File: config.mk
export PLATFORM = sky130hd
export DESIGN_NAME = fib
export DESIGN_NICKNAME = d
export VERILOG_FILES = /design/src/fib_types_pkg.sv /design/src/fib_pipe_pkg.sv /design/src/fib_stage_pipe.sv /design/src/fib_lpm_search.sv /design/src/fib_forward_merge.sv /design/src/fib.sv
export VERILOG_INCLUDE_DIRS = /design/src /design/src/src
export SDC_FILE = /design/constraint.sdc
export NUM_CORES = 2
export LEC_CHECK = 0
export BUFFER_PORTS_ARGS = -buffer_cell sky130_fd_sc_hd__buf_4
export CAP_MARGIN = 20
export CORE_UTILIZATION = 69
export CTS_BUF_LIST = sky130_fd_sc_hd__clkbuf_2 sky130_fd_sc_hd__clkbuf_4 sky130_fd_sc_hd__clkbuf_8
export DETAILED_ROUTE_END_ITERATION = 10
export GPL_TIMING_DRIVEN = 0
export PLACE_DENSITY = 0.95
export SKIP_CTS_REPAIR_TIMING = 1
export SLEW_MARGIN = 15
export SYNTH_ARGS = -nofsm -noshare
export SYNTH_HDL_FRONTEND = slang
export SYNTH_SLANG_ARGS = --single-unit
File: constraint.sdc
create_clock -name clk -period 36.9 [get_ports clk]
set_clock_uncertainty 0.05 [all_clocks]
set_input_delay 5.535 -clock clk [delete_from_list [all_inputs] [get_ports clk]]
set_output_delay 5.535 -clock clk [all_outputs]
set_load 0.01 [all_outputs]
File: src/fib_defs.svh
`ifndef FIB_DEFS_SVH
`define FIB_DEFS_SVH

// Name prefix width, most significant bit first
`define FIB_PREFIX_W 64

// Prefix length in bits, 0 to 63
`define FIB_LEN_W 6

// Outgoing face number
`define FIB_FACE_W 8

// Table slots
`define FIB_ENTRIES 8

// Request strobe to prefix_ready
`define FIB_LOOKUP_LAT 3

`endif

File: src/fib_types_pkg.sv
`include "fib_defs.svh"

package fib_types_pkg;

    // Name prefix as stored in the table and carried on requests
    typedef logic [`FIB_PREFIX_W-1:0] prefix_t;

    // Number of significant leading prefix bits
    typedef logic [`FIB_LEN_W-1:0] plen_t;

    // Outgoing face
    typedef logic [`FIB_FACE_W-1:0] face_t;

    // Index of a table slot
    typedef logic [$clog2(`FIB_ENTRIES)-1:0] slot_t;

endpackage

File: src/fib_pipe_pkg.sv
package fib_pipe_pkg;

    import fib_types_pkg::*;

    // Request travelling beside the search
    typedef struct packed {
        prefix_t prefix;
        plen_t   len;
    } lookup_req_t;

    // Result of the longest prefix match
    typedef struct packed {
        logic    hit;
        prefix_t prefix;
        plen_t   len;
        face_t   face;
    } match_t;

endpackage

File: src/fib_stage_pipe.sv
module fib_stage_pipe #(
    parameter type payload_t = logic,
    parameter int  DEPTH     = 2
) (
    input  logic     clk,
    input  logic     rst_n,
    input  logic     in_valid,
    input  payload_t in_data,
    output logic     out_valid,
    output payload_t out_data
);

    logic [DEPTH-1:0] vld_q;
    payload_t         data_q [DEPTH];

    // Valid bits shift toward the output
    always_ff @(posedge clk or negedge rst_n) begin
        if (!rst_n) begin
            vld_q <= '0;
        end else begin
            vld_q[0] <= in_valid;
            for (int i = 1; i < DEPTH; i++) begin
                vld_q[i] <= vld_q[i-1];
            end
        end
    end

    // Payload follows its valid bit
    always_ff @(posedge clk) begin
        data_q[0] <= in_data;
        for (int i = 1; i < DEPTH; i++) begin
            data_q[i] <= data_q[i-1];
        end
    end

    assign out_valid = vld_q[DEPTH-1];
    assign out_data  = data_q[DEPTH-1];

endmodule

File: src/fib_lpm_search.sv
`include "fib_defs.svh"

module fib_lpm_search (
    input  logic                   clk,
    input  logic                   rst_n,
    input  logic                   lookup_strobe,
    input  fib_types_pkg::prefix_t lookup_prefix,
    input  fib_types_pkg::plen_t   lookup_len,
    input  logic                   upd_strobe,
    input  fib_types_pkg::prefix_t upd_prefix,
    input  fib_types_pkg::plen_t   upd_len,
    input  fib_types_pkg::face_t   upd_face,
    output logic                   match_valid,
    output logic                   match_hit,
    output fib_types_pkg::prefix_t match_prefix,
    output fib_types_pkg::plen_t   match_len,
    output fib_types_pkg::face_t   match_face,
    output logic                   table_full
);

    import fib_types_pkg::*;
    import fib_pipe_pkg::*;

    localparam int N = `FIB_ENTRIES;

    // Ones in the top len bits
    function automatic prefix_t len_mask(input plen_t len);
        return ~({`FIB_PREFIX_W{1'b1}} >> len);
    endfunction

    // Table store
    logic [N-1:0] slot_valid;
    prefix_t      slot_prefix [N];
    plen_t        slot_len    [N];
    face_t        slot_face   [N];

    logic         dup_found;
    logic         free_found;
    slot_t        dup_idx;
    slot_t        free_idx;
    slot_t        wr_idx;
    logic         wr_en;
    logic [N-1:0] valid_next;

    // Stage one state
    logic         s1_valid;
    logic [N-1:0] hit_vec;
    logic [N-1:0] s1_hits;
    prefix_t      s1_prefix [N];
    plen_t        s1_len    [N];
    face_t        s1_face   [N];

    // Stage two state
    match_t       best;
    match_t       match_q;

    // Existing entry with the same key, else the lowest free slot
    always_comb begin
        dup_found  = 1'b0;
        free_found = 1'b0;
        dup_idx    = '0;
        free_idx   = '0;
        for (int i = 0; i < N; i++) begin
            if (slot_valid[i] && slot_prefix[i] == upd_prefix && slot_len[i] == upd_len) begin
                dup_found = 1'b1;
                dup_idx   = slot_t'(i);
            end
        end
        // Walk down so the lowest index is left last
        for (int i = N - 1; i >= 0; i--) begin
            if (!slot_valid[i]) begin
                free_found = 1'b1;
                free_idx   = slot_t'(i);
            end
        end
    end

    assign wr_en  = upd_strobe && (dup_found || free_found);
    assign wr_idx = dup_found ? dup_idx : free_idx;

    always_comb begin
        valid_next = slot_valid;
        if (wr_en) begin
            valid_next[wr_idx] = 1'b1;
        end
    end

    always_ff @(posedge clk or negedge rst_n) begin
        if (!rst_n) begin
            slot_valid <= '0;
            table_full <= 1'b0;
        end else begin
            slot_valid <= valid_next;
            table_full <= &valid_next;
        end
    end

    always_ff @(posedge clk) begin
        if (wr_en) begin
            slot_prefix[wr_idx] <= upd_prefix;
            slot_len[wr_idx]    <= upd_len;
            slot_face[wr_idx]   <= upd_face;
        end
    end

    // Stage one compares against the table before this cycle's write
    always_comb begin
        for (int i = 0; i < N; i++) begin
            hit_vec[i] = slot_valid[i] && (slot_len[i] <= lookup_len) &&
                         (((slot_prefix[i] ^ lookup_prefix) & len_mask(slot_len[i])) == '0);
        end
    end

    always_ff @(posedge clk or negedge rst_n) begin
        if (!rst_n) begin
            s1_valid    <= 1'b0;
            match_valid <= 1'b0;
        end else begin
            s1_valid    <= lookup_strobe;
            match_valid <= s1_valid;
        end
    end

    always_ff @(posedge clk) begin
        if (lookup_strobe) begin
            s1_hits   <= hit_vec;
            s1_prefix <= slot_prefix;
            s1_len    <= slot_len;
            s1_face   <= slot_face;
        end
    end

    // Stage two keeps the longest hit
    always_comb begin
        best = '0;
        for (int i = 0; i < N; i++) begin
            if (s1_hits[i] && (!best.hit || s1_len[i] > best.len)) begin
                best.hit    = 1'b1;
                best.prefix = s1_prefix[i];
                best.len    = s1_len[i];
                best.face   = s1_face[i];
            end
        end
    end

    always_ff @(posedge clk) begin
        if (s1_valid) begin
            match_q <= best;
        end
    end

    assign match_hit    = match_q.hit;
    assign match_prefix = match_q.prefix;
    assign match_len    = match_q.len;
    assign match_face   = match_q.face;

endmodule

File: src/fib_forward_merge.sv
module fib_forward_merge (
    input  logic                   clk,
    input  logic                   rst_n,
    input  logic                   match_valid,
    input  logic                   match_hit,
    input  fib_types_pkg::prefix_t match_prefix,
    input  fib_types_pkg::plen_t   match_len,
    input  fib_types_pkg::face_t   match_face,
    input  logic                   req_valid,
    input  fib_types_pkg::prefix_t req_prefix,
    input  fib_types_pkg::plen_t   req_len,
    output logic                   prefix_ready,
    output logic                   fib_hit,
    output fib_types_pkg::face_t   out_data,
    output fib_types_pkg::prefix_t longest_matching_prefix,
    output fib_types_pkg::plen_t   longest_matching_prefix_len,
    output fib_types_pkg::prefix_t pit_out_prefix,
    output fib_types_pkg::plen_t   pit_out_len
);

    import fib_types_pkg::*;

    logic    join_valid;
    face_t   face_sel;
    prefix_t prefix_sel;
    plen_t   len_sel;

    // Both streams line up by construction
    assign join_valid = match_valid && req_valid;

    // A miss reports zeros in place of the match
    assign face_sel   = match_hit ? match_face   : '0;
    assign prefix_sel = match_hit ? match_prefix : '0;
    assign len_sel    = match_hit ? match_len    : '0;

    always_ff @(posedge clk or negedge rst_n) begin
        if (!rst_n) begin
            prefix_ready                <= 1'b0;
            fib_hit                     <= 1'b0;
            out_data                    <= '0;
            longest_matching_prefix     <= '0;
            longest_matching_prefix_len <= '0;
            pit_out_prefix              <= '0;
            pit_out_len                 <= '0;
        end else begin
            prefix_ready <= join_valid;
            if (join_valid) begin
                fib_hit                     <= match_hit;
                out_data                    <= face_sel;
                longest_matching_prefix     <= prefix_sel;
                longest_matching_prefix_len <= len_sel;
                pit_out_prefix              <= req_prefix;
                pit_out_len                 <= req_len;
            end
        end
    end

endmodule

File: src/fib.sv
`include "fib_defs.svh"

module fib (
    input  logic                   clk,
    input  logic                   rst_n,
    input  fib_types_pkg::prefix_t pit_in_prefix,
    input  fib_types_pkg::plen_t   pit_in_len,
    input  logic                   start_send_to_pit,
    input  fib_types_pkg::prefix_t data_in_prefix,
    input  fib_types_pkg::plen_t   data_in_len,
    input  fib_types_pkg::face_t   data_in,
    input  logic                   data_ready,
    output fib_types_pkg::prefix_t pit_out_prefix,
    output fib_types_pkg::plen_t   pit_out_len,
    output fib_types_pkg::face_t   out_data,
    output fib_types_pkg::prefix_t longest_matching_prefix,
    output fib_types_pkg::plen_t   longest_matching_prefix_len,
    output logic                   fib_hit,
    output logic                   prefix_ready,
    output logic                   table_full
);

    import fib_types_pkg::*;
    import fib_pipe_pkg::*;

    // Search result
    logic        match_valid;
    logic        match_hit;
    prefix_t     match_prefix;
    plen_t       match_len;
    face_t       match_face;

    // Request delayed to meet the result
    lookup_req_t req_in;
    lookup_req_t req_out;
    logic        req_valid;
    prefix_t     req_prefix;
    plen_t       req_len;

    assign req_in.prefix = pit_in_prefix;
    assign req_in.len    = pit_in_len;
    assign req_prefix    = req_out.prefix;
    assign req_len       = req_out.len;

    fib_lpm_search i_search (
        .clk           (clk),
        .rst_n         (rst_n),
        .lookup_strobe (start_send_to_pit),
        .lookup_prefix (pit_in_prefix),
        .lookup_len    (pit_in_len),
        .upd_strobe    (data_ready),
        .upd_prefix    (data_in_prefix),
        .upd_len       (data_in_len),
        .upd_face      (data_in),
        .match_valid   (match_valid),
        .match_hit     (match_hit),
        .match_prefix  (match_prefix),
        .match_len     (match_len),
        .match_face    (match_face),
        .table_full    (table_full)
    );

    // One stage less than the full latency, the merge adds the last
    fib_stage_pipe #(
        .payload_t (lookup_req_t),
        .DEPTH     (`FIB_LOOKUP_LAT - 1)
    ) i_req_pipe (
        .clk       (clk),
        .rst_n     (rst_n),
        .in_valid  (start_send_to_pit),
        .in_data   (req_in),
        .out_valid (req_valid),
        .out_data  (req_out)
    );

    fib_forward_merge i_merge (
        .clk                         (clk),
        .rst_n                       (rst_n),
        .match_valid                 (match_valid),
        .match_hit                   (match_hit),
        .match_prefix                (match_prefix),
        .match_len                   (match_len),
        .match_face                  (match_face),
        .req_valid                   (req_valid),
        .req_prefix                  (req_prefix),
        .req_len                     (req_len),
        .prefix_ready                (prefix_ready),
        .fib_hit                     (fib_hit),
        .out_data                    (out_data),
        .longest_matching_prefix     (longest_matching_prefix),
        .longest_matching_prefix_len (longest_matching_prefix_len),
        .pit_out_prefix              (pit_out_prefix),
        .pit_out_len                 (pit_out_len)
    );

endmodule

==> impl_metrics.sql, run 1 <==
INSERT INTO impl_metrics (metric_group, metric, value, unit) VALUES
('global_routing', 'global_route_wire_length_before_repair', '554000', 'µm'),
('yosys', 'postSynthAreaPerCell', '12.4', 'µm²'),
('yosys', 'syn_area', '74200', 'µm²'),
('run_status', 'stop_stage', 'global routing (5_1_grt)', ''),
('clocking', 'max-clock-path-buffers', '3', ''),
('run_status', 'error_that_stopped_the_run', '[ERROR GRT-0116] Global routing finished with congestion. Check the congestion regions in the DRC Viewer.', ''),
('run_status', 'outcome', 'aborted with a tool error', ''),
('yosys', 'netlist_top_cells_area', 'edfxtp_1 54%, xor2_1 5.4%, dfrtp_1 5.4%', ''),
('die', 'rows', '119', ''),
('place', 'place.gp.congestion', '1.57', ''),
('die', 'num_io_pins', '303', ''),
('yosys', 'yosys_register_bits', '1636', ''),
('clocking', 'clock_tree.root_cell', 'clkbuf_8', ''),
('global_routing', 'globalRouteTotalUtil', '72.9', '%'),
('clocking', 'tritoncts.num_buffers', '233', ''),
('yosys', 'dominant_cell_type_by_area_after_synthesis', 'edfxtp_1', ''),
('yosys', 'number_of_enable_type_register_cells_in_the_synthesized_netlist', '1335', ''),
('yosys', 'synth_largest_type_area_fraction', '54.0', '%'),
('die', 'die_y', '330', 'µm'),
('die', 'die_width', '330', 'µm'),
('place', 'pre_cts_slack', '16.94', 'ns'),
('yosys', 'netlist_instances', '5987', ''),
('place', 'place.port_buffers', '302', ''),
('place', 'numPlacedInstances', '7712', ''),
('global_routing', 'grt_overflow_total', '1553', ''),
('clocking', 'cts_sinks', '1636', ''),
('die', 'initial_utilization', '70.0', '%'),
('yosys', 'synth_async_sr_flop_share', '9.84', '%'),
('global_routing', 'number_of_global_route_vias_before_repair', '70102', ''),
('yosys', 'synth_cell_types', '83', ''),
('yosys', 'synth_ff_type', 'edfxtp_1', ''),
('yosys', 'mappedNetlistNets', '6220', ''),
('clocking', 'htree_levels', '4', ''),
('yosys', 'synth_warnings', '0', ''),
('yosys', 'synth_seq_area_share', '63.2', '%'),
('place', 'hpwlAfterDp', '227000', 'µm'),
('global_routing', 'maximum_number_of_pins_on_one_net_before_global_route_repair', '119', '');
## logic make-up after synthesis
family          synth area share (%)
fa+ha+maj                       1.42
xor+xnor                        10.7
simple gates                    8.56
flops                           63.2
buf+inv                         3.25
mux                             2.25
compound gates                  10.6
## routing by layer
| layer | GRT overflow | global-route usage (%) |
|---|---|---|
| met1 | 195 | 73.1 |
| met2 | 830 | 87.3 |
| met3 | 146 | 62.9 |
| met4 | 358 | 64.8 |
| met5 | 24 | 41.3 |
## synth_stat cells (18+ instances only)
cell / count
nand3_1: 193
xor2_1: 461
nand2_1: 389
nor4_1: 176
buf_4: 22
dfrtp_1: 161
mux2_2: 76
o22ai_1: 168
nor3_1: 119
nand4_1: 94
nand2b_1: 26
nor2b_1: 28
edfxtp_1: 1335
buf_1: 19
ha_1: 81
clkbuf_1: 322
and3_1: 22
dfxtp_1: 140
a2111oi_0: 19
o2bb2ai_1: 31
o21ai_0: 351
or2_2: 21
inv_1: 216
a22o_1: 27
xnor2_1: 450
a22oi_1: 18
o2111ai_1: 22
nor2_1: 173
mux2i_1: 80
o21a_1: 26
a31oi_1: 24
a21oi_1: 450
a221oi_1: 23
## stage by stage
step,cell area (µm²),hold slack [ns]
3_5_place_dp,78900,0.262
4_1_cts,83900,0.248
2_1_floorplan,74200,0.260
3_3_place_gp,78200,0.260
==> run 2, diff against run 1 <==
--- a/config.mk
+++ b/config.mk
@@ -8,11 +8,10 @@
 export LEC_CHECK = 0
 export BUFFER_PORTS_ARGS = -buffer_cell sky130_fd_sc_hd__buf_4
 export CAP_MARGIN = 20
-export CORE_UTILIZATION = 69
-export CTS_BUF_LIST = sky130_fd_sc_hd__clkbuf_2 sky130_fd_sc_hd__clkbuf_4 sky130_fd_sc_hd__clkbuf_8
+export CORE_UTILIZATION = 40
 export DETAILED_ROUTE_END_ITERATION = 10
 export GPL_TIMING_DRIVEN = 0
-export PLACE_DENSITY = 0.95
+export PLACE_DENSITY_LB_ADDON = 0.15
 export SKIP_CTS_REPAIR_TIMING = 1
 export SLEW_MARGIN = 15
 export SYNTH_ARGS = -nofsm -noshare
==> run 2 against run 1 <==
The run now ends clean. Synthesized cell count unchanged. Synthesized area did not move.
==> impl_metrics.sql, run 2 <==
INSERT INTO impl_metrics (metric_group, metric, value, unit) VALUES
('drt', 'number_of_detailed_routing_iterations_run_before_antenna_repair', '7', ''),
('sta', 'grt_setup_unrepaired', 'false', ''),
('drt', 'detail_route.drc_violations', '0', ''),
('setup_path', 'worst-endpoint-required', '37.36', 'ns'),
('power', 'max-vdd-ir-drop', '0.0634', 'mV'),
('die', 'area_of_the_die', '187000', 'µm²'),
('clocking', 'max-clock-path-buffers', '3', ''),
('sta', 'report.final.hold_viol_count', '0', ''),
('setup_path', 'timing.critical_path.slowest_cell_delay', '0.92', 'ns'),
('clocking', 'clk-insertion-delay-late', '0.86', 'ns'),
('setup_path', 'path_depth_of_the_worst_reg2reg_path', '74', ''),
('yosys', 'synth_largest_type_area_fraction', '54.0', '%'),
('yosys', 'synth_ff_type', 'edfxtp_1', ''),
('clocking', 'htree_levels', '4', ''),
('setup_path', 'ff2ff_setup_slack', '16.41', 'ns'),
('clocking', 'clock_tree.root_cell', 'clkbuf_16', ''),
('global_routing', 'maximum_number_of_pins_on_one_net_before_global_route_repair', '110', ''),
('sta', 'layout_min_cycle_time', '20.49', 'ns'),
('setup_path', 'critPathKind', 'flop to flop', ''),
('cells_and_area', 'flow.area_growth_from_synthesis', '17.3', '%'),
('cells_and_area', 'share_of_final_layout_standard_cells_stronger_than_drive_strength_1', '13.7', '%'),
('cells_and_area', 'most-common-layout-cells', '1,335 x edfxtp_1, 459 x xor2_1, 450 x a21oi_1, 450 x xnor2_1, 389 x nand2_1', ''),
('sta', 'worst_slew_pin_slew', '1.27', 'ns'),
('setup_path', 'timing.critical_path.fanout_max', '10', ''),
('clocking', 'cts_clock_pin_slew_for_the_worst_setup_and_hold_paths', '0.06', 'ns'),
('setup_path', 'cp_slowest_cell', 'buf_1', ''),
('worst_hold_path', 'hold_path_origin', 'i_req_pipe.data_q[0][30]$_DFF_P_', ''),
('yosys', 'synth_cell_types', '83', ''),
('place', 'place.gp.congestion', '1.14', ''),
('sta', 'finalCritPeriodShare', '55.5', '%'),
('yosys', 'syn_area', '74200', 'µm²'),
('job', 'max_cap_violations', '0', ''),
('setup_path', 'worst_setup_sp_type', 'flop', ''),
('yosys', 'netlist_top_cells_count', '1,335 x edfxtp_1, 461 x xor2_1, 450 x a21oi_1, 450 x xnor2_1, 389 x nand2_1', ''),
('cells_and_area', 'finish.utilization', '47.4', '%'),
('worst_hold_path', 'worst_hold_end', 'i_req_pipe.data_q[1][30]$_DFF_P_', ''),
('place', 'hpwlAfterDp', '321000', 'µm'),
('cells_and_area', 'fin_nets', '6764', ''),
('sta', 'worst_slew_margin_rel', '13.4', '%'),
('drt', 'post_drt_wl_per_cell', '46.3', 'µm'),
('yosys', 'mappedNetlistNets', '6220', ''),
('yosys', 'synth_async_sr_flop_share', '9.84', '%'),
('sta', 'finalSetupTns', '0', 'ns'),
('yosys', 'synth_seq_area_share', '63.2', '%'),
('die', 'num_io_pins', '303', ''),
('sta', 'slew_violations', '0', ''),
('yosys', 'netlist_instances', '5987', ''),
('global_routing', 'number_of_global_route_vias_before_repair', '54928', ''),
('clocking', 'tritoncts', 'yes', ''),
('yosys', 'synth_warnings', '0', ''),
('global_routing', 'globalRouteTotalUtil', '44.8', '%'),
('sta', 'hold-worst-slack', '0.268', 'ns'),
('clocking', 'tritoncts.num_buffers', '172', ''),
('place', 'place.port_buffers', '302', ''),
('drt', 'detailedRoute.firstIterationViolations', '9792', ''),
('setup_path', 'r2r-end', 'i_search.match_prefix[23]$_DFFE_PP_', ''),
('clocking', 'cts_sinks', '1636', ''),
('run_status', 'outcome', 'complete, no violations', ''),
('global_routing', 'antenna_found_initial', '53', ''),
('global_routing', 'grt_overflow_total', '0', ''),
('drt', 'ant_nets', '0', ''),
('yosys', 'dominant_cell_type_by_area_after_synthesis', 'edfxtp_1', ''),
('die', 'initial_utilization', '40.4', '%'),
('global_routing', 'global_route_wire_length_before_repair', '540000', 'µm'),
('yosys', 'postSynthAreaPerCell', '12.4', 'µm²'),
('drt', 'wl', '424000', 'µm'),
('yosys', 'yosys_register_bits', '1636', ''),
('setup_path', 'worstReg2RegStart', 'i_search.s1_hits[0]$_DFFE_PP_', ''),
('sta', 'setup_viol', '0', ''),
('power', 'power_per_cell_area', '67.9', 'nW/µm²'),
('cells_and_area', 'layout_commonest_cell', 'edfxtp_1', ''),
('die', 'coreArea', '184000', 'µm²'),
('yosys', 'synth_most_common_cell', 'edfxtp_1', ''),
('die', 'die_width', '433', 'µm'),
('setup_path', 'critical_path.endpoint_type', 'flop', ''),
('yosys', 'number_of_enable_type_register_cells_in_the_synthesized_netlist', '1335', ''),
('drt', 'via_density', '6.42', ''),
('cells_and_area', 'nFillCells', '16807', ''),
('yosys', 'netlist_top_cells_area', 'edfxtp_1 54%, xor2_1 5.4%, dfrtp_1 5.4%', ''),
('cells_and_area', 'largestRegisters', 'i_search.s1_prefix: 512 flops, i_search.slot_prefix: 512 flops, i_req_pipe.data_q: 140 flops', ''),
('sta', 'fmaxAchievable', '48.8', 'MHz'),
('setup_path', 'arrival', '20.95', 'ns'),
('power', 'p_leak', '31.3', 'nW'),
('die', 'rows', '157', ''),
('drt', 'vias', '58722', ''),
('worst_hold_path', 'min_delay_path_depth', '0', ''),
('worst_hold_path', 'hold_class', 'flop to flop', ''),
('die', 'die_y', '433', 'µm');
## run 2: final cells by class
type / count / area, µm² / area share, %
diodes: 11 / 27.5 / 0.0316
plain buffers: 384 / 1720 / 1.98
clock buffers: 227 / 4780 / 5.49
clock inverters: 91 / 1010 / 1.16
inverters: 221 / 835 / 0.959
multi-input cells: 3746 / 24900 / 28.7
flip-flops and latches: 1636 / 46900 / 53.9
well taps: 2464 / 3080 / 3.54
repair buffers: 370 / 3730 / 4.28
## run 2: metal layers
| layer | vias up | track usage [%] | part of all wire [%] |
|---|---|---|---|
| li1 | 23199 | - | - |
| met1 | 29501 | 56.8 | 37 |
| met2 | 4717 | 62.7 | 41 |
| met3 | 1293 | 13.5 | 12 |
| met4 | 12 | 36.6 | 10 |
| met5 | - | 1.20 | 0.076 |
## run 2: worst max-delay path, delay by kind of cell, from the launching register on
| kind | cells | cell delay (ns) |
|---|---|---|
| compound gates | 32 | 8.36 |
| buf+inv | 14 | 5.14 |
| simple gates | 20 | 3.20 |
| fa+ha+maj | 7 | 2.23 |
| mux | 1 | 0.76 |
| flops | 1 | 0.35 |
## run 2: cells by family after synthesis
group           after synthesis  share of synthesized area [%]
compound gates             1299                           10.6
xor+xnor                    911                           10.7
fa+ha+maj                    85                           1.42
buf+inv                     605                           3.25
flops                      1636                           63.2
mux                         157                           2.25
simple gates               1294                           8.56
## run 2: through the flow
stage	cell area [µm²]	worst slack, ns	power (mW)	cells
2_1_floorplan	74200	23.62	3.23	5987
3_3_place_gp	79600	14.70	4.07	8753
3_5_place_dp	81200	17.27	4.08	8818
4_1_cts	87000	17.21	5.85	9136
5_1_grt	87000	15.89	6.03	9139
6_report	87100	16.41	5.91	9150
## run 2: worst max-delay path by stage
stage                                        from                             endpoint  depth (start not counted)
finish              i_search.s1_hits[0]$_DFFE_PP_  i_search.match_prefix[23]$_DFFE_PP_                         74
global placement    i_search.s1_hits[0]$_DFFE_PP_  i_search.match_prefix[53]$_DFFE_PP_                         71
detailed placement  i_search.s1_hits[0]$_DFFE_PP_  i_search.match_prefix[23]$_DFFE_PP_                         72
global route        i_search.s1_hits[0]$_DFFE_PP_  i_search.match_prefix[23]$_DFFE_PP_                         72
floorplan           i_search.s1_hits[0]$_DFFE_PP_     i_search.match_face[3]$_DFFE_PP_                         75
CTS                 i_search.s1_hits[0]$_DFFE_PP_  i_search.match_prefix[23]$_DFFE_PP_                         72
## run 2: power by group
part / internal (mW) / total [mW] / switching (mW) / leakage [nW]
registers: 2.36 / 2.72 / 0.360 / 15.7
logic: 0.427 / 1.41 / 0.986 / 12.8
clock network: 1.01 / 1.78 / 0.777 / 2.83
total: 3.79 / 5.91 / 2.12 / 31.3
(Power assumes the default switching activity.)
